--- src/common/epu_consts.svh ---
`ifndef EPU_CONSTS_SVH
`define EPU_CONSTS_SVH

`define DATA_W 32
`define BUF_DEPTH 256
`define BUF_AW 8
`define AXI_AW 12

// register map above the buffer window
`define REG_CTRL 12'h400
`define REG_STATUS 12'h404
`define REG_RESULT 12'h408

// ctrl register fields
`define CTRL_START_BIT 0
`define CTRL_CNT_LSB 8

`define RESP_OKAY 2'b00
`define RESP_SLVERR 2'b10

`endif

--- src/common/epu_pkg.sv ---
`include "epu_consts.svh"

package epu_pkg;

  typedef logic [`DATA_W-1:0] data_t;
  typedef logic [`BUF_AW-1:0] buf_addr_t;
  typedef logic [`AXI_AW-1:0] axi_addr_t;
  typedef logic [`BUF_AW-1:0] count_t;
  typedef logic [1:0] resp_t;

  typedef enum logic [2:0] {
    SL_IDLE,
    SL_ADDR,
    SL_REG,
    SL_BUF,
    SL_BUF_DATA,
    SL_RESP
  } slave_state_t;

  typedef enum logic [1:0] {
    ARB_IDLE,
    ARB_HOST,
    ARB_ENGINE
  } arb_state_t;

  typedef enum logic [2:0] {
    ENG_IDLE,
    ENG_READ,
    ENG_ACCUM,
    ENG_WRITE,
    ENG_DONE
  } eng_state_t;

endpackage

--- src/common/buf_port_if.sv ---
`timescale 1ns/1ps

interface buf_port_if;

  logic              req;
  logic              we;
  epu_pkg::buf_addr_t addr;
  epu_pkg::data_t    wdata;
  // valid one cycle after a read request
  epu_pkg::data_t    rdata;

  modport master (
    output req, we, addr, wdata,
    input  rdata
  );

  modport memory (
    input  req, we, addr, wdata,
    output rdata
  );

endinterface

--- src/source/accum_engine.sv ---
`timescale 1ns/1ps

module accum_engine (
  input  logic            clk,
  input  logic            rst,
  input  logic            start_i,
  input  epu_pkg::count_t count_i,
  output logic            busy_o,
  output logic            done_o,
  output epu_pkg::data_t  result_o,
  buf_port_if.master      eng_port
);

  epu_pkg::eng_state_t state_q;
  epu_pkg::count_t     cnt_q;
  epu_pkg::buf_addr_t  idx_q;
  epu_pkg::data_t      sum_q;
  logic                rd_pend_q;
  logic                can_start;

  assign can_start = (state_q == epu_pkg::ENG_IDLE) || (state_q == epu_pkg::ENG_DONE);

  always_ff @(posedge clk, posedge rst) begin
    if (rst) begin
      state_q   <= epu_pkg::ENG_IDLE;
      rd_pend_q <= 1'b0;
      result_o  <= '0;
    end else begin
      rd_pend_q <= (state_q == epu_pkg::ENG_READ);
      case (state_q)
        epu_pkg::ENG_IDLE, epu_pkg::ENG_DONE: begin
          // empty run goes straight to write-back
          if (start_i) begin
            state_q <= (count_i == '0) ? epu_pkg::ENG_WRITE : epu_pkg::ENG_READ;
          end
        end
        epu_pkg::ENG_READ: begin
          if (idx_q == cnt_q - 1'b1) begin
            state_q <= epu_pkg::ENG_ACCUM;
          end
        end
        epu_pkg::ENG_ACCUM: state_q <= epu_pkg::ENG_WRITE;
        epu_pkg::ENG_WRITE: begin
          result_o <= sum_q;
          state_q  <= epu_pkg::ENG_DONE;
        end
        default: state_q <= epu_pkg::ENG_IDLE;
      endcase
    end
  end

  always_ff @(posedge clk) begin
    if (can_start) begin
      if (start_i) begin
        cnt_q <= count_i;
        idx_q <= '0;
        sum_q <= '0;
      end
    end else begin
      if (state_q == epu_pkg::ENG_READ) begin
        idx_q <= idx_q + 1'b1;
      end
      // add the word requested last cycle
      if (rd_pend_q) begin
        sum_q <= sum_q + eng_port.rdata;
      end
    end
  end

  assign busy_o = !can_start;
  assign done_o = (state_q == epu_pkg::ENG_DONE);

  assign eng_port.req   = (state_q == epu_pkg::ENG_READ) || (state_q == epu_pkg::ENG_WRITE);
  assign eng_port.we    = (state_q == epu_pkg::ENG_WRITE);
  assign eng_port.addr  = (state_q == epu_pkg::ENG_WRITE) ? cnt_q : idx_q;
  assign eng_port.wdata = sum_q;

endmodule

--- src/flat_wrapper.sv ---
// flat-port wrapper written by rule: the top's interface ports become plain ports
module accum_engine_flat 
  (clk, rst, start_i, count_i, busy_o, done_o, result_o, eng_port_req, eng_port_we, eng_port_addr, eng_port_wdata, eng_port_rdata);
  buf_port_if eng_port_i ();
  input  logic clk;
  input  logic rst;
  input  logic start_i;
  input  epu_pkg::count_t count_i;
  output logic busy_o;
  output logic done_o;
  output epu_pkg::data_t result_o;
  output wire logic [$bits(eng_port_i.req)-1:0] eng_port_req;
  output wire logic [$bits(eng_port_i.we)-1:0] eng_port_we;
  output wire logic [$bits(eng_port_i.addr)-1:0] eng_port_addr;
  output wire logic [$bits(eng_port_i.wdata)-1:0] eng_port_wdata;
  input wire logic [$bits(eng_port_i.rdata)-1:0] eng_port_rdata;
  assign eng_port_req = eng_port_i.req;
  assign eng_port_we = eng_port_i.we;
  assign eng_port_addr = eng_port_i.addr;
  assign eng_port_wdata = eng_port_i.wdata;
  assign eng_port_i.rdata = eng_port_rdata;
  accum_engine u_core (.clk(clk), .rst(rst), .start_i(start_i), .count_i(count_i), .busy_o(busy_o), .done_o(done_o), .result_o(result_o), .eng_port(eng_port_i));
endmodule
--- config.mk ---
export PLATFORM = sky130hd
export DESIGN_NAME = accum_engine_flat
export DESIGN_NICKNAME = d
export VERILOG_FILES = /design/src/common/epu_pkg.sv /design/src/common/buf_port_if.sv /design/src/source/accum_engine.sv /design/src/flat_wrapper.sv
export VERILOG_INCLUDE_DIRS = /design/src /design/src/common
export SDC_FILE = /design/constraint.sdc
export NUM_CORES = 1
export LEC_CHECK = 0
export BUFFER_PORTS_ARGS = -buffer_cell sky130_fd_sc_hd__buf_2
export CORE_ASPECT_RATIO = 1.5
export CORE_MARGIN = 10
export CORE_UTILIZATION = 55
export DETAILED_ROUTE_END_ITERATION = 12
export HOLD_SLACK_MARGIN = 0.12
export PLACE_DENSITY = 0.9
export SETUP_SLACK_MARGIN = 0.3
export SYNTH_ARGS = -nofsm -noshare
export SYNTH_HDL_FRONTEND = slang
export SYNTH_SLANG_ARGS = --single-unit
--- constraint.sdc ---
create_clock -name clk -period 2.7 [get_ports clk]
set_input_delay 0.27 -clock clk [delete_from_list [all_inputs] [get_ports clk]]
set_output_delay 0.27 -clock clk [all_outputs]
set_load 0.02 [all_outputs]
==> results of run 1 <==
synth_stat cells (all sizes together), types with 5 or more instances:
library cell	n
nand3	12
mux2	38
nor2	44
nand2b	5
edfxtp	48
nor4	5
a21oi	33
o21ai	26
o21a	5
nand2	32
and3	8
a21o	18
clkbuf	15
inv	14
nor3	6
and2	6
dfrtp	36
ha	33
xor2	22
o21bai	5
a31oi	7
xnor2	20
worst max-delay path, stage by stage (launching register included):
cell	delay, ps
sky130_fd_sc_hd__edfxtp_1	440
sky130_fd_sc_hd__ha_4	210
sky130_fd_sc_hd__fa_2	380
sky130_fd_sc_hd__a21oi_2	200
sky130_fd_sc_hd__o211a_1	250
sky130_fd_sc_hd__o22ai_4	110
sky130_fd_sc_hd__o21ai_4	260
sky130_fd_sc_hd__o211ai_2	110
sky130_fd_sc_hd__xnor2_1	180
sky130_fd_sc_hd__nor2_1	60
logic make-up (layout without fill, tap and decap cells):
group | Yosys count | in the layout
DFF | 84 | 84
muxes | 42 | 42
xor gates and xnor gates | 42 | 42
adders and majority gates | 34 | 34
AOI/OAI and AO/OA | 125 | 125
and+or+nand+nor | 135 | 135
buffers and inverters | 31 | 176
metal layers:
| layer | global-route usage (%) | part of all wire (%) |
|---|---|---|
| met1 | 22.6 | 37 |
| met3 | 3.82 | 6.7 |
| met2 | 37.3 | 52 |
| met5 | 0 | 0 |
| met4 | 11.9 | 3.7 |
path summary, 6_finish.rpt:
path	endpoint	slack, ps	depth (start not counted)
worst max-delay path	u_core.eng_port.wdata[22]	260	9
min in group asynchronous	u_core.result_o[6]	610	3
worst max register to register	u_core.eng_port.wdata[22]	260	9
max in group asynchronous	u_core.result_o[31]	1280	4
worst min-delay path	u_core.cnt_q[1]	120	1
worst min register to register	u_core.result_o[31]	500	1
where the power goes:
| group | switching [W] | total, W | internal (W) |
|---|---|---|---|
| registers | 0.000569 | 0.00286 | 0.00229 |
| clock network | 0.000521 | 0.00120 | 0.000676 |
| logic | 0.00390 | 0.00668 | 0.00278 |
| total | 0.00499 | 0.0107 | 0.00575 |
cells in the final DEF, fill, tap and decap left out, drive strengths merged, types with 18 or more instances in the layout:
cell type / count
a21oi: 33
buf: 145
mux2: 38
xor2: 22
nor2: 44
o21ai: 26
dfrtp: 36
edfxtp: 48
a21o: 18
xnor2: 20
nand2: 32
ha: 33
layout make-up:
class,instances,area share (%)
Clock buffer,12,3.73
Tap cell,115,2.08
Multi-Input combinational cell,378,47.5
Clock inverter,4,0.326
Timing Repair Buffer,146,11.6
Inverter,14,0.761
Sequential cell,84,33.9
timing repair:
action | in CTS | in global routing
endpoints found under the hold margin | 16 | 0
gates resized for setup | 19 | 39
hold buffers | 1 | 0
setup endpoints to repair | 16 | 27
pin swaps | 9 | 25
buffers inserted | 8 | 13
per-stage QoR:
| step | cells | power, W | setup slack, ps | hold slack, ps | cell area [um^2] |
|---|---|---|---|---|---|
| 3_5_place_dp | 715 | 0.00855 | 147 | 422 | 6070 |
| 6_report | 753 | 0.0107 | 257 | 121 | 6910 |
| 2_1_floorplan | 493 | 0.00691 | 297 | 368 | 5380 |
| 5_1_grt | 753 | 0.0113 | 164 | 113 | 6910 |
| 3_3_place_gp | 715 | 0.00836 | 170 | 426 | 6070 |
| 4_1_cts | 740 | 0.0101 | 261 | 124 | 6540 |
sequential cells by signal, summed over array words and instances (netlist names):
name / cells
u_core.result_o: 32
u_core.idx_q: 8
u_core.cnt_q: 8
u_core.eng_port.wdata: 32
u_core.rd_pend_q: 1
u_core.state_q: 3
==> impl_table.tex, run 1 <==
\begin{tabular}{lr}
\hline
Metric & Value \\
\hline
\multicolumn{2}{l}{\textbf{Status}} \\
Outcome & complete, no violations \\
\multicolumn{2}{l}{\textbf{Die}} \\
DIE HEIGHT & between 100 and 150 um \\
Initial core utilization & 55.8\% \\
Area enclosed by the die boundary & 14100 um\^{}2 \\
DIE WIDTH & between 100 and 150 um \\
Top-Level Pins & approximately 120 \\
Core area & around 9600 um\^{}2 \\
Count of standard-cell rows & between 40 and 50 \\
\multicolumn{2}{l}{\textbf{Global routing}} \\
Wire length of the first global-routing pass & around 24 mm \\
Combined global-route utilization of all metal layers & approximately a fifth \\
Initial antenna violation count & 0 \\
Total gr overflow & 0 \\
Via count of the first global-routing pass & $\sim$4700 \\
Largest net degree at the start of global routing & 33 \\
\multicolumn{2}{l}{\textbf{Logic synthesis}} \\
Top cells by area, synth & sky130\_fd\_sc\_hd\_\_edfxtp\_1 (27\%), sky130\_fd\_sc\_hd\_\_dfrtp\_1 (17\%), sky130\_fd\_sc\_hd\_\_mux2\_2 (8.0\%) \\
Synthesized-area fraction occupied by and/or/nand/nor cells & 12.8\% \\
Cell taking the most area after synthesis & sky130\_fd\_sc\_hd\_\_edfxtp\_1 \\
Post-synthesis async set-or-reset flop share & a little over two fifths \\
Part of the Yosys area used for sequential elements & 43.8\% \\
Multiplexer share of the synthesized area & 8.75\% \\
Number of cells produced by synthesis & a little under 500 \\
Combinational family with the most area after synthesis & compound AO/OA/AOI/OAI gates \\
Fraction of synthesized cell area taken by the top area cell type & approximately 27\% \\
Synthesis-stage register bit count & 84 \\
Yosys Warn Count & 0 \\
Number of synthesized flops with an enable pin & 48 \\
Post-Synth XOR/XNOR Area & under 10\% \\
Share of the synthesized area in compound gates (AO/OA/AOI/OAI) & 16.9\% \\
Cell area after synthesis & 5350 um\^{}2 \\
Dominant register cell in the synthesized netlist & sky130\_fd\_sc\_hd\_\_edfxtp\_1 \\
Post-Synthesis Mean Instance Area & around 11 um\^{}2 \\
Adder-cell area share of the yosys netlist & approximately 8.1\% \\
Count of cell types in the netlist & between 70 and 80 \\
Nets in the synthesized netlist & 570 \\
\multicolumn{2}{l}{\textbf{Critical path}} \\
Data arrival time of the critical path & 2540 ps \\
CP required & between 2000 and 3000 ps \\
Worst setup path start & u\_core.eng\_port.wdata[0] \\
Endpoint type of the worst setup path & flip-flop \\
Peak fanout along the critical path & 4 \\
Worst reg2reg path startpoint & u\_core.eng\_port.wdata[0] \\
Type of the worst setup path & flip-flop to flip-flop \\
Startpoint type of the worst setup path & flip-flop \\
\multicolumn{2}{l}{\textbf{Cells and area}} \\
\# nets final & about 700 \\
Area growth from synthesis to layout & 29.2\% \\
Area used by multi-input combinational logic & 3280 um\^{}2 \\
ANT cells & 0 \\
Register area & between 2000 and 2500 um\^{}2 \\
Number of filler cells placed in the layout & between 600 and 700 \\
Fraction of layout instances using a drive strength above 1 & 42.8\% \\
Fin util & approximately 72\% \\
\multicolumn{2}{l}{\textbf{CTS}} \\
Maximum number of buffers from clock root to sink & 2 \\
Root buffer cell & sky130\_fd\_sc\_hd\_\_clkbuf\_16 \\
CTS buffer count & 9 \\
CTS clock-pin slew for the worst setup and hold paths & 60 ps \\
Number of levels in the clock H-tree & 3 \\
CTS tree & built \\
Clock insertion delay at the later pin of the skew report & around 350 ps \\
Sinks on Clock Net & between 80 and 90 \\
\multicolumn{2}{l}{\textbf{Route}} \\
Residual antenna-violating net count after detailed routing & 0 \\
Via density & between 6 and 7 \\
DRC violation count after routing & 0 \\
Detailed-route wire length & $\sim$16 mm \\
Total number of vias & approximately 4700 \\
Detailed-router iteration count before antenna repair & 5 \\
Violation count after the first detailed-routing iteration & slightly above 300 \\
Routed wirelength normalized by instance count & around 22 um \\
\multicolumn{2}{l}{\textbf{Worst hold path}} \\
HP Start & count\_i[1] \\
Hold Path Class & primary input to flip-flop \\
\multicolumn{2}{l}{\textbf{Timing}} \\
Unrepaired setup endpoints after global routing & true \\
Fmax & about 0.41 GHz \\
Max Slew Vio Count & 0 \\
Total negative setup slack & 0 ps \\
Final worst path period share & 90.5\% \\
Worst clock skew & approximately 7 ps \\
Final Hold Fails & 0 \\
Slew headroom & a little over half \\
Final setup violation count & 0 \\
Worst Max-Slew Pin Slew & 712 ps \\
Final min period & between 2000 and 2500 ps \\
\multicolumn{2}{l}{\textbf{Placed design}} \\
Detailed Place HPWL & 11.5 mm \\
Count of input and output buffers & roughly 120 \\
Last weighted congestion value of the routability-driven placer & roughly 0.95 \\
\multicolumn{2}{l}{\textbf{Power}} \\
Power per cell area & roughly 1600 nW/um\^{}2 \\
Leak Pwr & roughly 3 nW \\
Maximum vdd ir drop & approximately 1.1 mV \\
\multicolumn{2}{l}{\textbf{Run}} \\
Maximum capacitance violations & 0 \\
\hline
\end{tabular}
Note: power is estimated with default switching activity, not from simulation.
==> run 2: changes to the inputs <==
--- a/config.mk
+++ b/config.mk
@@ -6,13 +6,13 @@
 export SDC_FILE = /design/constraint.sdc
 export NUM_CORES = 1
 export LEC_CHECK = 0
-export BUFFER_PORTS_ARGS = -buffer_cell sky130_fd_sc_hd__buf_2
 export CORE_ASPECT_RATIO = 1.5
 export CORE_MARGIN = 10
-export CORE_UTILIZATION = 55
+export CORE_UTILIZATION = 61
 export DETAILED_ROUTE_END_ITERATION = 12
+export DONT_BUFFER_PORTS = 1
 export HOLD_SLACK_MARGIN = 0.12
-export PLACE_DENSITY = 0.9
+export PLACE_DENSITY = 0.86
 export SETUP_SLACK_MARGIN = 0.3
 export SYNTH_ARGS = -nofsm -noshare
 export SYNTH_HDL_FRONTEND = slang
==> run 2 against run 1 <==
Routed wire length down 6.5%. Highest routed layer unchanged. First-iteration DRC count up 4.5%. Die area is 8.2% lower. Worst setup slack got worse by 35 ps. Hold slack better by 19 ps. Via count decreased by 8.6%. Sequential power rose by 14%. Final cell count decreased by 13%. Power is 3.7% lower.
==> impl_table.tex, run 2 (synthesis gave the netlist of run 1 again) <==
\begin{tabular}{lr}
\hline
Metric & Value \\
\hline
\multicolumn{2}{l}{\textbf{Status}} \\
Outcome & complete, no violations \\
\multicolumn{2}{l}{\textbf{Cells and area}} \\
Number of non-filler instances in the completed layout & roughly 660 \\
Area growth from synthesis to layout & 21.5\% \\
\# nets final & 623 \\
Fraction of layout instances using a drive strength above 1 & 30.9\% \\
ANT cells & 0 \\
Fin util & 76.7\% \\
Highest-count cells in the layout ignoring fill and taps & sky130\_fd\_sc\_hd\_\_buf\_4 (48), sky130\_fd\_sc\_hd\_\_edfxtp\_1 (48), sky130\_fd\_sc\_hd\_\_nor2\_1 (43) \\
Number of filler cells placed in the layout & about 500 \\
\multicolumn{2}{l}{\textbf{Power}} \\
Power per cell area & 1590 nW/um\^{}2 \\
Logic gate share of total power & $\sim$56\% \\
Total net switching power & between 0.004 and 0.005 W \\
Maximum vdd ir drop & $\sim$1 mV \\
Power share of the sequential group & roughly a third \\
Total Power Consumption & approximately 0.010 W \\
Sw Ratio & a little under half \\
Clk pwr share & $\sim$13\% \\
Int Pwr & $\sim$0.0056 W \\
Leak Pwr & approximately 2.7 nW \\
\multicolumn{2}{l}{\textbf{Global routing}} \\
Largest net degree at the start of global routing & 33 \\
Wire length of the first global-routing pass & roughly 23 mm \\
Combined global-route utilization of all metal layers & a little under a quarter \\
Total gr overflow & 0 \\
Initial antenna violation count & 0 \\
Via count of the first global-routing pass & roughly 4300 \\
\multicolumn{2}{l}{\textbf{Timing}} \\
Final Hold Fails & 0 \\
Final worst path period share & 91.8\% \\
Final min period & roughly 2500 ps \\
Worst Max-Slew Pin Slew & $\sim$990 ps \\
Final setup violation count & 0 \\
Total negative setup slack & 0 ps \\
Unrepaired setup endpoints after global routing & true \\
Worst clock skew & 5.33 ps \\
Slew headroom & 33.3\% \\
Max Slew Vio Count & 0 \\
Fmax & approximately 0.40 GHz \\
\multicolumn{2}{l}{\textbf{Die}} \\
DIE HEIGHT & approximately 130 um \\
Initial core utilization & 63.2\% \\
Top-Level Pins & $\sim$120 \\
DIE WIDTH & around 96 um \\
Count of standard-cell rows & 41 \\
Area enclosed by the die boundary & between 10000 and 15000 um\^{}2 \\
Core area & about 8500 um\^{}2 \\
\multicolumn{2}{l}{\textbf{Critical path}} \\
Worst R2R Path Depth & 8 \\
Worst path buffer plus inverter count & 0 \\
Peak fanout along the critical path & 7 \\
Type of the worst setup path & flip-flop to flip-flop \\
Worst reg2reg path startpoint & u\_core.eng\_port.wdata[6] \\
Worst R2R Setup Slack & between 200 and 250 ps \\
Startpoint type of the worst setup path & flip-flop \\
Endpoint type of the worst setup path & flip-flop \\
Cell with the largest stage delay on the worst path & sky130\_fd\_sc\_hd\_\_edfxtp\_1 \\
Sequence of cells on the critical path & ha\_1 -> nand2\_1 -> nor3\_2 -> o21bai\_2 -> a21oi\_4 -> o21ai\_2 -> o31a\_1 -> mux2i\_1 \\
CP required & roughly 2800 ps \\
Worst reg2reg path endpoint & u\_core.eng\_port.wdata[31] \\
Data arrival time of the critical path & approximately 2600 ps \\
Crit path largest cell delay & between 400 and 500 ps \\
Cell family with the largest share of critical-path delay & compound AO/OA/AOI/OAI gates \\
\multicolumn{2}{l}{\textbf{CTS}} \\
CTS buffer count & 9 \\
Clock insertion delay at the later pin of the skew report & 350 ps \\
Root buffer cell & sky130\_fd\_sc\_hd\_\_clkbuf\_16 \\
CTS clock-pin slew for the worst setup and hold paths & $\sim$60 ps \\
Maximum number of buffers from clock root to sink & 2 \\
Sinks on Clock Net & 84 \\
Number of levels in the clock H-tree & 3 \\
CTS tree & built \\
\multicolumn{2}{l}{\textbf{Route}} \\
Detailed-route wire length & $\sim$15 mm \\
Violation count after the first detailed-routing iteration & 324 \\
DRC violation count after routing & 0 \\
Total number of vias & roughly 4300 \\
Routed wirelength normalized by instance count & $\sim$23 um \\
Detailed-router iteration count before antenna repair & 5 \\
Via density & 6.51 \\
Residual antenna-violating net count after detailed routing & 0 \\
\multicolumn{2}{l}{\textbf{Placed design}} \\
Post-placement cell count & 623 \\
Last weighted congestion value of the routability-driven placer & $\sim$0.94 \\
Detailed Place HPWL & approximately 11 mm \\
Count of input and output buffers & 0 \\
\multicolumn{2}{l}{\textbf{Worst hold path}} \\
Worst hold path depth & 2 \\
HP Start & start\_i \\
Worst-case hold path end point & u\_core.state\_q[0] \\
Hold Path Class & primary input to flip-flop \\
\multicolumn{2}{l}{\textbf{Run}} \\
Maximum capacitance violations & 0 \\
\hline
\end{tabular}
[run 2: changes by cell type in the layout (fill, tap and decap cells not counted), sizes merged]
| cell | change |
|---|---|
| inv | -1 |
| clkinv | +1 |
| clkbuf | -2 |
| dlygate4sd3 | +9 |
| buf | -96 |
| bufinv | +2 |
[run 2: cell type report]
type	instances	area (um^2)	share of cell area, %
timing repair buffer	59	472	7.26
tap	107	134	2.06
inverter	14	52.6	0.809
clock buffer	10	229	3.53
sequential	84	2340	36.1
clock inverter	6	88.8	1.37
multi-input combinational	378	3180	48.9
[run 2: through the flow]
stage	area [um^2]	setup WS, ps	hold WS (ps)
2_1_floorplan	5380	297	368
3_3_place_gp	5730	248	280
3_5_place_dp	5730	241	305
4_1_cts	6290	301	133
5_1_grt	6490	156	160
6_report	6490	222	140
[run 2: worst reg2reg max path: cells and delay by family (launching register included)]
kind / cells / cell delay, ps
flip-flops: 1 / 430
multiplexers: 1 / 130
AND/OR/NAND/NOR: 2 / 490
AO/OA/AOI/OAI: 4 / 750
adder cells (fa/ha/maj): 1 / 430
[run 2: how the worst max path moves through the flow]
stage,from,end,slack (ps),cells after the start
CTS,u_core.eng_port.wdata[1],u_core.eng_port.wdata[17],300,8
floorplan,u_core.eng_port.wdata[0],u_core.eng_port.wdata[20],300,9
finish,u_core.eng_port.wdata[6],u_core.eng_port.wdata[31],220,8
detailed placement,u_core.eng_port.wdata[13],u_core.eng_port.wdata[27],240,8
global route,u_core.eng_port.wdata[1],u_core.eng_port.wdata[17],160,8
global placement,u_core.eng_port.wdata[12],u_core.eng_port.wdata[27],250,8
[run 2: what timing repair did]
action,4_1_cts,5_1_grt
gates cloned,0,0
pin swaps,9,20
hold buffers,10,0
hold endpoints to repair,32,0
buffers inserted,3,6
endpoints found under the setup margin,13,20
gates resized for setup,18,25
[run 2: layer usage]
metal | vias up | global-route usage, % | routed length (um)
li1 | 1933 | - | -
met1 | 2103 | 24.3 | 5330
met2 | 199 | 40.8 | 8220
met3 | 49 | 5.83 | 1140
met4 | 0 | 11.0 | 648
met5 | - | 0 | 0
[run 2: power groups by stage]
stage	clock network [W]	registers (W)	logic, W
6_report	0.00133	0.00327	0.00575
5_1_grt	0.00138	0.00334	0.00620
4_1_cts	0.00133	0.00324	0.00539
3_5_place_dp	0	0.00325	0.00511
3_3_place_gp	0	0.00321	0.00496
2_1_floorplan	0	0.00330	0.00361
