==> src/common/epu_consts.svh <==
`ifndef EPU_CONSTS_SVH
`define EPU_CONSTS_SVH

`define DATA_W 32
`define BUF_DEPTH 256
`define BUF_AW 8
`define AXI_AW 12

// register map above the buffer window
`define REG_CTRL 12'h400
`define REG_STATUS 12'h404
`define REG_RESULT 12'h408

// ctrl register fields
`define CTRL_START_BIT 0
`define CTRL_CNT_LSB 8

`define RESP_OKAY 2'b00
`define RESP_SLVERR 2'b10

`endif

==> src/common/epu_pkg.sv <==
`include "epu_consts.svh"

package epu_pkg;

  typedef logic [`DATA_W-1:0] data_t;
  typedef logic [`BUF_AW-1:0] buf_addr_t;
  typedef logic [`AXI_AW-1:0] axi_addr_t;
  typedef logic [`BUF_AW-1:0] count_t;
  typedef logic [1:0] resp_t;

  typedef enum logic [2:0] {
    SL_IDLE,
    SL_ADDR,
    SL_REG,
    SL_BUF,
    SL_BUF_DATA,
    SL_RESP
  } slave_state_t;

  typedef enum logic [1:0] {
    ARB_IDLE,
    ARB_HOST,
    ARB_ENGINE
  } arb_state_t;

  typedef enum logic [2:0] {
    ENG_IDLE,
    ENG_READ,
    ENG_ACCUM,
    ENG_WRITE,
    ENG_DONE
  } eng_state_t;

endpackage

==> src/common/buf_port_if.sv <==
`timescale 1ns/1ps

interface buf_port_if;

  logic              req;
  logic              we;
  epu_pkg::buf_addr_t addr;
  epu_pkg::data_t    wdata;
  // valid one cycle after a read request
  epu_pkg::data_t    rdata;

  modport master (
    output req, we, addr, wdata,
    input  rdata
  );

  modport memory (
    input  req, we, addr, wdata,
    output rdata
  );

endinterface

==> src/source/axi_lite_slave.sv <==
`timescale 1ns/1ps
`include "epu_consts.svh"

module axi_lite_slave (
  input  logic               clk,
  input  logic               rst,
  input  epu_pkg::axi_addr_t awaddr_i,
  input  logic               awvalid_i,
  output logic               awready_o,
  input  epu_pkg::data_t     wdata_i,
  input  logic               wvalid_i,
  output logic               wready_o,
  output epu_pkg::resp_t     bresp_o,
  output logic               bvalid_o,
  input  logic               bready_i,
  input  epu_pkg::axi_addr_t araddr_i,
  input  logic               arvalid_i,
  output logic               arready_o,
  output epu_pkg::data_t     rdata_o,
  output epu_pkg::resp_t     rresp_o,
  output logic               rvalid_o,
  input  logic               rready_i,
  buf_port_if.master         host_port,
  input  logic               host_gnt_i,
  output logic               eng_start_o,
  output epu_pkg::count_t    eng_count_o,
  input  logic               eng_busy_i,
  input  logic               eng_done_i,
  input  epu_pkg::data_t     eng_result_i
);

  epu_pkg::slave_state_t state_q;
  epu_pkg::axi_addr_t    addr_q;
  epu_pkg::data_t        wdata_q;
  epu_pkg::resp_t        resp_q;
  epu_pkg::count_t       count_q;
  epu_pkg::data_t        reg_rdata;
  epu_pkg::resp_t        reg_resp;
  logic                  is_rd_q;
  logic                  is_buf;
  logic                  start_err;

  assign is_buf = (int'(addr_q) < `BUF_DEPTH * 4);
  assign start_err = !is_rd_q && (addr_q == `REG_CTRL) && wdata_q[`CTRL_START_BIT] && eng_busy_i;

  // register file read mux and response code
  always_comb begin
    reg_rdata = '0;
    reg_resp  = `RESP_OKAY;
    case (addr_q)
      `REG_CTRL:   reg_rdata = epu_pkg::data_t'({count_q, 8'h00});
      `REG_STATUS: reg_rdata = epu_pkg::data_t'({eng_done_i, eng_busy_i});
      `REG_RESULT: reg_rdata = eng_result_i;
      default:     reg_resp = `RESP_SLVERR;
    endcase
    if (start_err) begin
      reg_resp = `RESP_SLVERR;
    end
  end

  always_ff @(posedge clk, posedge rst) begin
    if (rst) begin
      state_q     <= epu_pkg::SL_IDLE;
      arready_o   <= 1'b0;
      awready_o   <= 1'b0;
      wready_o    <= 1'b0;
      bvalid_o    <= 1'b0;
      rvalid_o    <= 1'b0;
      eng_start_o <= 1'b0;
      count_q     <= '0;
    end else begin
      arready_o   <= 1'b0;
      awready_o   <= 1'b0;
      wready_o    <= 1'b0;
      eng_start_o <= 1'b0;
      case (state_q)
        epu_pkg::SL_IDLE: begin
          // reads win over writes
          if (arvalid_i) begin
            arready_o <= 1'b1;
            state_q   <= epu_pkg::SL_ADDR;
          end else if (awvalid_i && wvalid_i) begin
            awready_o <= 1'b1;
            wready_o  <= 1'b1;
            state_q   <= epu_pkg::SL_ADDR;
          end
        end
        epu_pkg::SL_ADDR: begin
          if (is_buf) begin
            state_q <= epu_pkg::SL_BUF;
          end else begin
            state_q <= epu_pkg::SL_REG;
            if (!is_rd_q && addr_q == `REG_CTRL && !start_err) begin
              count_q     <= wdata_q[`CTRL_CNT_LSB +: `BUF_AW];
              eng_start_o <= wdata_q[`CTRL_START_BIT];
            end
          end
        end
        epu_pkg::SL_BUF: begin
          // hold req until granted
          if (host_gnt_i) begin
            state_q <= epu_pkg::SL_BUF_DATA;
          end
        end
        epu_pkg::SL_REG, epu_pkg::SL_BUF_DATA: begin
          rvalid_o <= is_rd_q;
          bvalid_o <= !is_rd_q;
          state_q  <= epu_pkg::SL_RESP;
        end
        epu_pkg::SL_RESP: begin
          if ((rvalid_o && rready_i) || (bvalid_o && bready_i)) begin
            rvalid_o <= 1'b0;
            bvalid_o <= 1'b0;
            state_q  <= epu_pkg::SL_IDLE;
          end
        end
        default: state_q <= epu_pkg::SL_IDLE;
      endcase
    end
  end

  always_ff @(posedge clk) begin
    case (state_q)
      epu_pkg::SL_IDLE: begin
        if (arvalid_i) begin
          is_rd_q <= 1'b1;
          addr_q  <= araddr_i;
        end else if (awvalid_i && wvalid_i) begin
          is_rd_q <= 1'b0;
          addr_q  <= awaddr_i;
          wdata_q <= wdata_i;
        end
      end
      epu_pkg::SL_ADDR: begin
        if (!is_buf) begin
          resp_q  <= reg_resp;
          rdata_o <= reg_rdata;
        end
      end
      epu_pkg::SL_BUF_DATA: begin
        resp_q <= `RESP_OKAY;
        if (is_rd_q) begin
          rdata_o <= host_port.rdata;
        end
      end
      default: ;
    endcase
  end

  assign bresp_o = resp_q;
  assign rresp_o = resp_q;
  assign eng_count_o = count_q;

  // byte address to word index
  assign host_port.req   = (state_q == epu_pkg::SL_BUF);
  assign host_port.we    = !is_rd_q;
  assign host_port.addr  = addr_q[`BUF_AW+1:2];
  assign host_port.wdata = wdata_q;

endmodule

==> src/flat_wrapper.sv <==
// flat-port wrapper written by rule: the top's interface ports become plain ports
module axi_lite_slave_flat 
  (clk, rst, awaddr_i, awvalid_i, awready_o, wdata_i, wvalid_i, wready_o, bresp_o, bvalid_o, bready_i, araddr_i, arvalid_i, arready_o, rdata_o, rresp_o, rvalid_o, rready_i, host_gnt_i, eng_start_o, eng_count_o, eng_busy_i, eng_done_i, eng_result_i, host_port_req, host_port_we, host_port_addr, host_port_wdata, host_port_rdata);
  buf_port_if host_port_i ();
  input  logic clk;
  input  logic rst;
  input  epu_pkg::axi_addr_t awaddr_i;
  input  logic awvalid_i;
  output logic awready_o;
  input  epu_pkg::data_t wdata_i;
  input  logic wvalid_i;
  output logic wready_o;
  output epu_pkg::resp_t bresp_o;
  output logic bvalid_o;
  input  logic bready_i;
  input  epu_pkg::axi_addr_t araddr_i;
  input  logic arvalid_i;
  output logic arready_o;
  output epu_pkg::data_t rdata_o;
  output epu_pkg::resp_t rresp_o;
  output logic rvalid_o;
  input  logic rready_i;
  input  logic host_gnt_i;
  output logic eng_start_o;
  output epu_pkg::count_t eng_count_o;
  input  logic eng_busy_i;
  input  logic eng_done_i;
  input  epu_pkg::data_t eng_result_i;
  output wire logic [$bits(host_port_i.req)-1:0] host_port_req;
  output wire logic [$bits(host_port_i.we)-1:0] host_port_we;
  output wire logic [$bits(host_port_i.addr)-1:0] host_port_addr;
  output wire logic [$bits(host_port_i.wdata)-1:0] host_port_wdata;
  input wire logic [$bits(host_port_i.rdata)-1:0] host_port_rdata;
  assign host_port_req = host_port_i.req;
  assign host_port_we = host_port_i.we;
  assign host_port_addr = host_port_i.addr;
  assign host_port_wdata = host_port_i.wdata;
  assign host_port_i.rdata = host_port_rdata;
  axi_lite_slave u_core (.clk(clk), .rst(rst), .awaddr_i(awaddr_i), .awvalid_i(awvalid_i), .awready_o(awready_o), .wdata_i(wdata_i), .wvalid_i(wvalid_i), .wready_o(wready_o), .bresp_o(bresp_o), .bvalid_o(bvalid_o), .bready_i(bready_i), .araddr_i(araddr_i), .arvalid_i(arvalid_i), .arready_o(arready_o), .rdata_o(rdata_o), .rresp_o(rresp_o), .rvalid_o(rvalid_o), .rready_i(rready_i), .host_port(host_port_i), .host_gnt_i(host_gnt_i), .eng_start_o(eng_start_o), .eng_count_o(eng_count_o), .eng_busy_i(eng_busy_i), .eng_done_i(eng_done_i), .eng_result_i(eng_result_i));
endmodule
==> config.mk <==
export PLATFORM = sky130hd
export DESIGN_NAME = axi_lite_slave_flat
export DESIGN_NICKNAME = d
export VERILOG_FILES = /design/src/common/epu_pkg.sv /design/src/common/buf_port_if.sv /design/src/source/axi_lite_slave.sv /design/src/flat_wrapper.sv
export VERILOG_INCLUDE_DIRS = /design/src /design/src/common
export SDC_FILE = /design/constraint.sdc
export NUM_CORES = 1
export LEC_CHECK = 0
export BUFFER_PORTS_ARGS = -buffer_cell sky130_fd_sc_hd__buf_4
export CORE_MARGIN = 4
export CORE_UTILIZATION = 44
export DETAILED_ROUTE_END_ITERATION = 10
export PLACE_DENSITY = 0.78
export REMOVE_ABC_BUFFERS = 1
export SYNTH_ARGS = -nofsm -noshare
export SYNTH_HDL_FRONTEND = slang
export SYNTH_SLANG_ARGS = --single-unit
==> constraint.sdc <==
create_clock -name clk -period 3.8 [get_ports clk]
set_input_delay 0.38 -clock clk [delete_from_list [all_inputs] [get_ports clk]]
set_output_delay 0.38 -clock clk [all_outputs]
set_load 0.05 [all_outputs]
==> results of run 1 <==
cells in the mapped netlist (all sizes together) (3+ instances only):
cell | count | area, um2
nand2 | 17 | 63.8
inv | 5 | 18.8
a22o | 23 | 201
a21oi | 5 | 25.0
mux2i | 9 | 90.1
edfxtp | 78 | 2340
dfrtp | 16 | 400
a31oi | 3 | 18.8
nor3 | 5 | 41.3
o21ai | 14 | 70.1
nor2 | 12 | 45.0
buf | 17 | 113
clkbuf | 7 | 26.3
mux2 | 20 | 225
kinds of logic after synthesis:
logic type,count (synthesis),synth area share
AND/OR/NAND/NOR,48,0.0665
multiplexers,29,0.0821
AO/OA/AOI/OAI,52,0.0954
other,1,0.000976
flip-flops,94,0.714
buffers and inverters,29,0.0410
layout make-up:
class,count,area (um2)
Tap cell,105,131
Fill cell,605,2600
Clock inverter,7,96.3
Clock buffer,9,124
Multi-Input combinational cell,131,961
Timing Repair Buffer,222,1670
Inverter,5,18.8
Sequential cell,94,2740
registers in the layout, summed over array words and instances, names as in the netlist:
| signal | cells |
|---|---|
| u_core.host_port.wdata | 32 |
| u_core.rvalid_o | 1 |
| u_core.is_rd_q | 1 |
| u_core.eng_count_o | 8 |
| u_core.rdata_o | 32 |
| u_core.eng_start_o | 1 |
| u_core.bvalid_o | 1 |
| u_core.awready_o | 1 |
| u_core.bresp_o | 1 |
| u_core.state_q | 3 |
| u_core.addr_q | 12 |
| u_core.arready_o | 1 |
placed cells by master, fill, tap and decap left out, drive strengths merged, types with 3 or more instances in the layout:
cell type / netlist / final
buf: 17 / 222
edfxtp: 78 / 78
a22o: 23 / 23
mux2: 20 / 20
nand2: 17 / 17
dfrtp: 16 / 16
o21ai: 14 / 14
nor2: 12 / 12
mux2i: 9 / 9
clkbuf: 7 / 9
inv: 5 / 6
a21oi: 5 / 5
nor3: 5 / 5
a31oi: 3 / 3
worst reg2reg max path, delay by kind of cell (launching register included):
| family | cells | cell delay, ps |
|---|---|---|
| AND/OR/NAND/NOR | 3 | 1460 |
| AO/OA/AOI/OAI | 1 | 250 |
| flip-flops | 1 | 400 |
how the worst max path moves through the flow:
stage,endpoint,slack [ps],cells after the start
2_1_floorplan,u_core.host_port.wdata[0],330,3
3_3_place_gp,u_core.rdata_o[28],1370,4
3_5_place_dp,u_core.rdata_o[17],1250,4
4_1_cts,u_core.rdata_o[17],1190,4
5_1_grt,u_core.rdata_o[17],1360,4
6_report,u_core.rdata_o[17],1550,4
power by group:
part           switching [mW]  internal (mW)
registers               0.137           1.41
logic                    1.05          0.464
clock network           0.345          0.372
total                    1.53           2.25
per-stage QoR:
stage | util | hold slack, ps
after floorplan | - | 294
after global placement | 0.661 | 489
after detailed placement | 0.661 | 497
after CTS | 0.688 | 130
after global routing | 0.688 | 168
final | 0.688 | 116
routing by layer:
| layer | vias up | wire [um] | GRT usage |
|---|---|---|---|
| met3 | 11 | 1440 | 0.0902 |
| li1 | 1366 | - | - |
| met4 | 0 | 120 | 0.0573 |
| met1 | 1355 | 3690 | 0.220 |
| met5 | - | 0 | 0 |
| met2 | 170 | 5500 | 0.362 |
==> impl_metrics.tcl, run 1 <==
set metrics [dict create \
    status "completed" \
    power.density_nw_per_um2 657 \
    ys.warnings.count 0 \
    critPathRequiredTime_ps 4000 \
    cts_buffer_depth 2 \
    antenna_left 0 \
    first_global_vias 3071 \
    min_path_type "primary input to asynchronous set/reset pin" \
    drive_gt1_frac 0.566 \
    hold_viol 0 \
    synth-edff-count 78 \
    slew_viol_final 0 \
    cp-end-kind "flop" \
    ctsRootBufferMaster "clkbuf_8" \
    cap_violations 0 \
    slowest_delay_ps 780 \
    rsz0062_at_grt "no" \
    grt_pass1_wl_um 15700 \
    netlist_area_um2 3840 \
    antenna_found_initial 0 \
    critPathKind "flop to flop" \
    r2r_setup_slack_ps 1550 \
    core_area_um2 8340 \
    first_pass_iters 4 \
    critPathArrivalTime_ps 2450 \
    io_pins 222 \
    routabilityCongestion 0.827 \
    p_leak_nw 2.49 \
    wl_per_cell_um 18.8 \
    drt_iter0_drc 81 \
    grt_max_degree 38 \
    crit_chain "nor4_2, nand4b_1, nor3_4, a22o_1" \
    cp_top_family "simple AND/OR/NAND/NOR gates" \
    fin_area_um2 5740 \
    fin_worst_skew_ps 10.5 \
    core.rowCount 33 \
    nets 593 \
    ir_drop_mv 0.413 \
    cp_max_fo 22 \
    fin_tns_setup_ps 0 \
    cp-start-kind "flop" \
    cts_tree "yes" \
    dieArea_um2 10300 \
    path_clk_slew_ps 90 \
    dp_cells 557 \
    grt_usage 0.204 \
    power.total_mw 3.77 \
    fin_ws_ps 1550 \
    async_flop_share 0.170 \
    diodes 0 \
    timing.fmax_mhz 445 \
    initial_utilization 0.461 \
    cts-buffers-inserted 9 \
    syn2layout_area_growth_pct 49.4 \
    setup_viol 0 \
    grt_remaining_overflow 0 \
    worstMarginPinSlew_ps 983 \
    timing.rr.start "u_core.addr_q[1]" \
    htreeDepth 3 \
    route.vias.total 2902 \
    ys_types 35 \
    netlist_instances 253 \
    clk-insertion-delay-late_ps 350 \
    fin_cells 573 \
    cts_sinks 94 \
    slowest_stage "nor3_4" \
    hpwl_um 8570 \
    post_dp_cell_area_um2 5510 \
    setup.worst_path.start "u_core.addr_q[1]" \
    dp_slack_ps 1250 \
    worstRegToRegCells 4 \
    post_cts_buffers 0 \
    yosysSeqAreaShare 0.714 \
    io_buffers 219 \
    route.detailed.drc 0 \
    ys_seq_elements 94 \
    viasPerCell 5.06 \
    ys.flop_type "edfxtp_1" \
    critical_path_buf_inv_count 0 \
    die_w_um 101 \
    r2r-end "u_core.rdata_o[17]" \
    post_cts_resize_count 0 \
    die_y_um 101 \
    finalCriticalPeriod_ps 2250 \
    syn_avg_cell_area_um2 15.2 \
    slew_headroom 0.342 \
    fin_crit_sh 0.591 \
    wirelength_um 10700 \
    cts_hold_buf 0 \
]
(Power assumes the default switching activity.)
==> inputs of run 2 (changes only) <==
--- a/config.mk
+++ b/config.mk
@@ -6,9 +6,10 @@
 export SDC_FILE = /design/constraint.sdc
 export NUM_CORES = 1
 export LEC_CHECK = 0
+export ABC_AREA = 1
 export BUFFER_PORTS_ARGS = -buffer_cell sky130_fd_sc_hd__buf_4
 export CORE_MARGIN = 4
-export CORE_UTILIZATION = 44
+export CORE_UTILIZATION = 45
 export DETAILED_ROUTE_END_ITERATION = 10
 export PLACE_DENSITY = 0.78
 export REMOVE_ABC_BUFFERS = 1
==> constraint.sdc (replaced) <==
create_clock -name clk -period 2.2 [get_ports clk]
set_input_delay 0.22 -clock clk [delete_from_list [all_inputs] [get_ports clk]]
set_output_delay 0.22 -clock clk [all_outputs]
set_load 0.05 [all_outputs]
==> run 2 against run 1 <==
- sequential share of layout area decreased by 2.4 points
- first-iteration DRC count increased by 84%
- register-to-register slack got worse by 1400 ps
- worst setup slack got worse by 1400 ps
- sequential power increased by 76%
- non-clock buffer count increased by 2
- via count increased by 22%
- routed wire length increased by 6.7%
- synthesized cell count increased by 57%
- largest power group is now combinational cells
- highest routed layer unchanged
==> impl_metrics.tcl, run 2 <==
set metrics [dict create \
    io_pins 222 \
    async_flop_share 0.170 \
    power.total_mw 6.99 \
    wl_per_cell_um 15.9 \
    cts_tree "yes" \
    endpoint "u_core.rdata_o[24]" \
    die_w_um 104 \
    path_clk_slew_ps 100 \
    post_cts_resize_count 0 \
    whs_ps 27.7 \
    synth_top_cell_area_share 0.562 \
    antenna_found_initial 0 \
    antenna_left 0 \
    io_buffers 219 \
    fin_tns_setup_ps 0 \
    netlist_instances 398 \
    grt_max_degree 37 \
    grt_usage 0.207 \
    cap_violations 0 \
    ir_drop_mv 0.582 \
    ys_top_cells_by_area "edfxtp_1, nand2_1, dfrtp_1, nand3_1, buf_4" \
    yosysTopAreaCell "edfxtp_1" \
    timing.fmax_mhz 489 \
    syn2layout_area_growth_pct 45.1 \
    nets 740 \
    ys_types 26 \
    timing.rr.start "u_core.state_q[1]" \
    die_y_um 104 \
    worstMarginPinSlew_ps 983 \
    power.density_nw_per_um2 1160 \
    fin_worst_skew_ps 11.2 \
    netlist_area_um2 4170 \
    ys_seq_elements 94 \
    first_global_vias 3524 \
    setup_viol 0 \
    cts_sinks 94 \
    drt_iter0_drc 149 \
    grt_pass1_wl_um 17900 \
    p_leak_nw 2.99 \
    cp-start-kind "flop" \
    worstRegToRegCells 3 \
    hold_viol 0 \
    crit_chain "nor3_4, inv_1, a21oi_4" \
    slowest_stage "a21oi_4" \
    cp-end-kind "flop" \
    cp_max_fo 32 \
    routabilityCongestion 0.752 \
    clk-insertion-delay-late_ps 360 \
    cts-buffers-inserted 9 \
    critPathArrivalTime_ps 2020 \
    first_pass_iters 4 \
    final_common_cell "buf_4" \
    yosysSeqAreaShare 0.658 \
    final_cell_mix "buf_4, nand2_1, edfxtp_1" \
    post_cts_buffers 0 \
    synthTopCellsByCount "nand2_1, edfxtp_1, nand3_1, inv_1" \
    ctsRootBufferMaster "clkbuf_8" \
    min_path_type "primary input to flop" \
    ys.warnings.count 0 \
    fin_ws_ps 156 \
    cts_buffer_depth 2 \
    postLayoutCoreUtil 0.684 \
    finalCriticalPeriod_ps 2040 \
    viasPerCell 4.92 \
    core.rowCount 34 \
    setup.worst_path.start "u_core.state_q[1]" \
    r2r-end "u_core.rdata_o[24]" \
    slowest_delay_ps 790 \
    diodes 0 \
    syn_avg_cell_area_um2 10.5 \
    fin_crit_sh 0.929 \
    dieArea_um2 10900 \
    htreeDepth 3 \
    grt_remaining_overflow 0 \
    synth-edff-count 78 \
    slew_viol_final 0 \
    status "completed" \
    critPathKind "flop to flop" \
    rsz0062_at_grt "no" \
    slew_headroom 0.343 \
    r2r_setup_slack_ps 160 \
    route.vias.total 3554 \
    wirelength_um 11500 \
    core_area_um2 8850 \
    yosysMostFrequentCell "nand2_1" \
    critPathRequiredTime_ps 2180 \
    drive_gt1_frac 0.415 \
    dp_slack_ps 130 \
    ys.flop_type "edfxtp_1" \
    hpwl_um 9000 \
    route.detailed.drc 0 \
    initial_utilization 0.471 \
]
==> run 2: cell types whose count changed after synthesis, sizes merged, moves of 5 or more <==
cell    change
nand3      +47
buf         +5
mux2i       -9
a22o       -23
inv        +17
nor2        +7
nand2     +146
clkbuf      -5
mux2       -20
==> run 2: how the worst min path moves through the flow <==
stage	from	end	slack (ps)	depth (start not counted)
after global placement	rst	u_core.eng_count_o[2]	330	2
final	wdata_i[23]	u_core.host_port.wdata[23]	30	1
after detailed placement	rst	u_core.eng_count_o[2]	350	2
after CTS	wdata_i[23]	u_core.host_port.wdata[23]	10	1
after global routing	wdata_i[23]	u_core.host_port.wdata[23]	2	1
after floorplan	rst	u_core.arready_o	130	1
==> run 2: what timing repair did <==
item / 4_1_cts / 5_1_grt
endpoints found under the setup margin: 0 / 0
hold buffers: 1 / 0
hold endpoints to repair: 16 / 0
==> run 2: metal layers <==
metal | routed length, um | track usage
met1 | 4510 | 0.250
met5 | 0 | 0
met4 | 147 | 0.0560
met3 | 1180 | 0.0732
met2 | 5630 | 0.351
==> run 2: kinds of logic (layout without fill, tap and decap cells) <==
family          Yosys count  in the layout  share of synthesized area
flops                    94             94                      0.658
compound gates           20             20                     0.0243
buf+inv                  46            262                     0.0591
simple gates            237            237                      0.258
other cells               1              2                   0.000899
==> run 2: final cells by class <==
cell class | count | area (um2)
Sequential cell | 94 | 2740
Timing Repair Buffer | 224 | 1680
Clock buffer | 10 | 128
Inverter | 22 | 82.6
Tap cell | 108 | 135
Clock inverter | 6 | 76.3
Multi-Input combinational cell | 259 | 1200
Fill cell | 700 | 2800
==> run 2: through the flow <==
| step | std cells | cell area (um2) |
|---|---|---|
| after detailed placement | 706 | 5840 |
| after global routing | 723 | 6050 |
| after floorplan | 375 | 4010 |
| after CTS | 723 | 6050 |
| after global placement | 706 | 5840 |
| final | 723 | 6050 |
==> run 2: report_power, final <==
| part | leakage (nW) | switching, mW | internal, mW |
|---|---|---|---|
| Sequential | 0.953 | 0.205 | 2.53 |
| Combinational | 1.93 | 2.27 | 0.813 |
| Clock | 0.104 | 0.633 | 0.549 |
==> run 2: worst max-delay path: cells and delay by family (launching register included) <==
kind / cells / cell delay [ps]
flip-flops: 1 / 460
AND/OR/NAND/NOR: 1 / 280
buffers and inverters: 1 / 140
AO/OA/AOI/OAI: 1 / 790
==> inputs of run 3 (changes only) <==
--- a/config.mk
+++ b/config.mk
@@ -9,9 +9,9 @@
 export ABC_AREA = 1
 export BUFFER_PORTS_ARGS = -buffer_cell sky130_fd_sc_hd__buf_4
 export CORE_MARGIN = 4
-export CORE_UTILIZATION = 45
+export CORE_UTILIZATION = 30
 export DETAILED_ROUTE_END_ITERATION = 10
-export PLACE_DENSITY = 0.78
+export PLACE_DENSITY = 0.67
 export REMOVE_ABC_BUFFERS = 1
 export SYNTH_ARGS = -nofsm -noshare
 export SYNTH_HDL_FRONTEND = slang
==> run 3 against run 2 <==
- first-iteration DRC count rose by 26%
- hold slack improved by 29 ps
- critical endpoint is now u_core.rdata_o[26]
- sequential cell count did not move
- clock skew shrank 1.8 ps
- largest power group unchanged
- worst setup slack got worse by 13 ps
- cell count up 9.5%
- critical path type unchanged
- register-to-register slack barely moved
- combinational power up 2%
==> impl_metrics.tcl, run 3 (synthesized netlist as in run 2, its figures left out) <==
set metrics [dict create \
    initial_utilization 0.310 \
    critPathKind "flop to flop" \
    cap_violations 0 \
    die_y_um 126 \
    diodes 0 \
    p_leak_nw 3.04 \
    postLayoutCoreUtil 0.464 \
    wl_per_cell_um 15.3 \
    hpwl_um 9330 \
    route.detailed.drc 0 \
    setup_viol 0 \
    grt_max_degree 35 \
    die_w_um 126 \
    rsz0062_at_grt "no" \
    nets 741 \
    worstMarginPinSlew_ps 646 \
    power.density_nw_per_um2 1180 \
    final_cell_mix "buf_4, nand2_1, edfxtp_1" \
    r2r_setup_slack_ps 140 \
    grt_usage 0.147 \
    ctsRootBufferMaster "clkbuf_16" \
    syn2layout_area_growth_pct 49.7 \
    cts_tree "yes" \
    fin_worst_skew_ps 9.37 \
    io_pins 222 \
    slew_headroom 0.569 \
    min_path_type "primary input to flop" \
    cp-start-kind "flop" \
    hold_viol 0 \
    route.vias.total 3514 \
    dp_slack_ps 63.6 \
    dieArea_um2 15900 \
    fin_ws_ps 143 \
    grt_remaining_overflow 0 \
    power.total_mw 7.37 \
    slew_viol_final 0 \
    drt_iter0_drc 187 \
    clk-insertion-delay-late_ps 340 \
    final_common_cell "buf_4" \
    first_pass_iters 4 \
    timing.fmax_mhz 486 \
    io_buffers 219 \
    critPathArrivalTime_ps 2030 \
    cp_max_fo 16 \
    cts_sinks 94 \
    grt_pass1_wl_um 18400 \
    fin_crit_sh 0.935 \
    ir_drop_mv 0.568 \
    wirelength_um 12100 \
    cts_buffer_depth 2 \
    drive_gt1_frac 0.416 \
    antenna_left 0 \
    finalCriticalPeriod_ps 2060 \
    core_area_um2 13500 \
    fin_area_um2 6240 \
    path_clk_slew_ps 60 \
    post_dp_cell_area_um2 5920 \
    cts-buffers-inserted 9 \
    fin_tns_setup_ps 0 \
    antenna_found_initial 0 \
    first_global_vias 3647 \
    post_cts_buffers 0 \
    htreeDepth 3 \
    routabilityCongestion 0.911 \
    cp-end-kind "flop" \
    critPathRequiredTime_ps 2170 \
    core.rowCount 42 \
    viasPerCell 4.44 \
    status "completed" \
]
## run 3: changes by cell type in the layout (fill, tap and decap cells not counted), sizes merged
cell and delta:
inv -4, clkinv +4, clkinvlp +1, a21oi +1
clkbuf -1
## run 3: layer usage
| layer | global-route usage | wire, um | vias up |
|---|---|---|---|
| met5 | 0 | 0 | - |
| met4 | 0.0580 | 219 | 0 |
| met3 | 0.0576 | 1150 | 15 |
| met2 | 0.252 | 5990 | 167 |
| met1 | 0.164 | 4780 | 1591 |
| li1 | - | - | 1741 |
## run 3: report_power, final
part | switching [mW] | total, mW | internal [mW]
clock network | 0.639 | 1.51 | 0.872
registers | 0.198 | 2.72 | 2.53
logic | 2.30 | 3.14 | 0.833
## run 3: worst max-delay path, stage by stage (launching register included)
cell,delay [ps]
dfrtp_1,450
nor2_2,80
nand2_1,340
o21ai_1,290
a21oi_4,530
## run 3: area by class of cell
class                      instances  area [um2]
fill                            1280        7210
sequential                        94        2740
timing repair buffer             224        1690
multi-input combinational        260        1220
clock buffer                       9         225
tap                              176         220
inverter                          22        82.6
clock inverter                     7        65.1
## run 3: worst paths after layout
| path | startpoint | endpoint | cells past startpoint |
|---|---|---|---|
| worst max-delay path | u_core.state_q[1] | u_core.rdata_o[26] | 4 |
| min in group asynchronous | rst | u_core.state_q[0] | 3 |
| worst min register to register | u_core.host_port.wdata[13] | u_core.eng_count_o[5] | 2 |
| max in group asynchronous | rst | u_core.rvalid_o | 3 |
| worst min-delay path | wdata_i[1] | u_core.host_port.wdata[1] | 1 |
| worst max register to register | u_core.state_q[1] | u_core.rdata_o[26] | 4 |
## run 3: stage by stage
| step | instances | hold WS [ps] |
|---|---|---|
| floorplan | 375 | 134 |
| global placement | 774 | 337 |
| detailed placement | 774 | 356 |
| CTS | 791 | 32.5 |
| global route | 792 | 30.3 |
| finish | 792 | 57.1 |
## run 3: what timing repair did
item	in CTS	in global routing
setup endpoints to repair	0	32
hold buffers	1	0
endpoints found under the hold margin	16	0
gates resized for setup	0	3
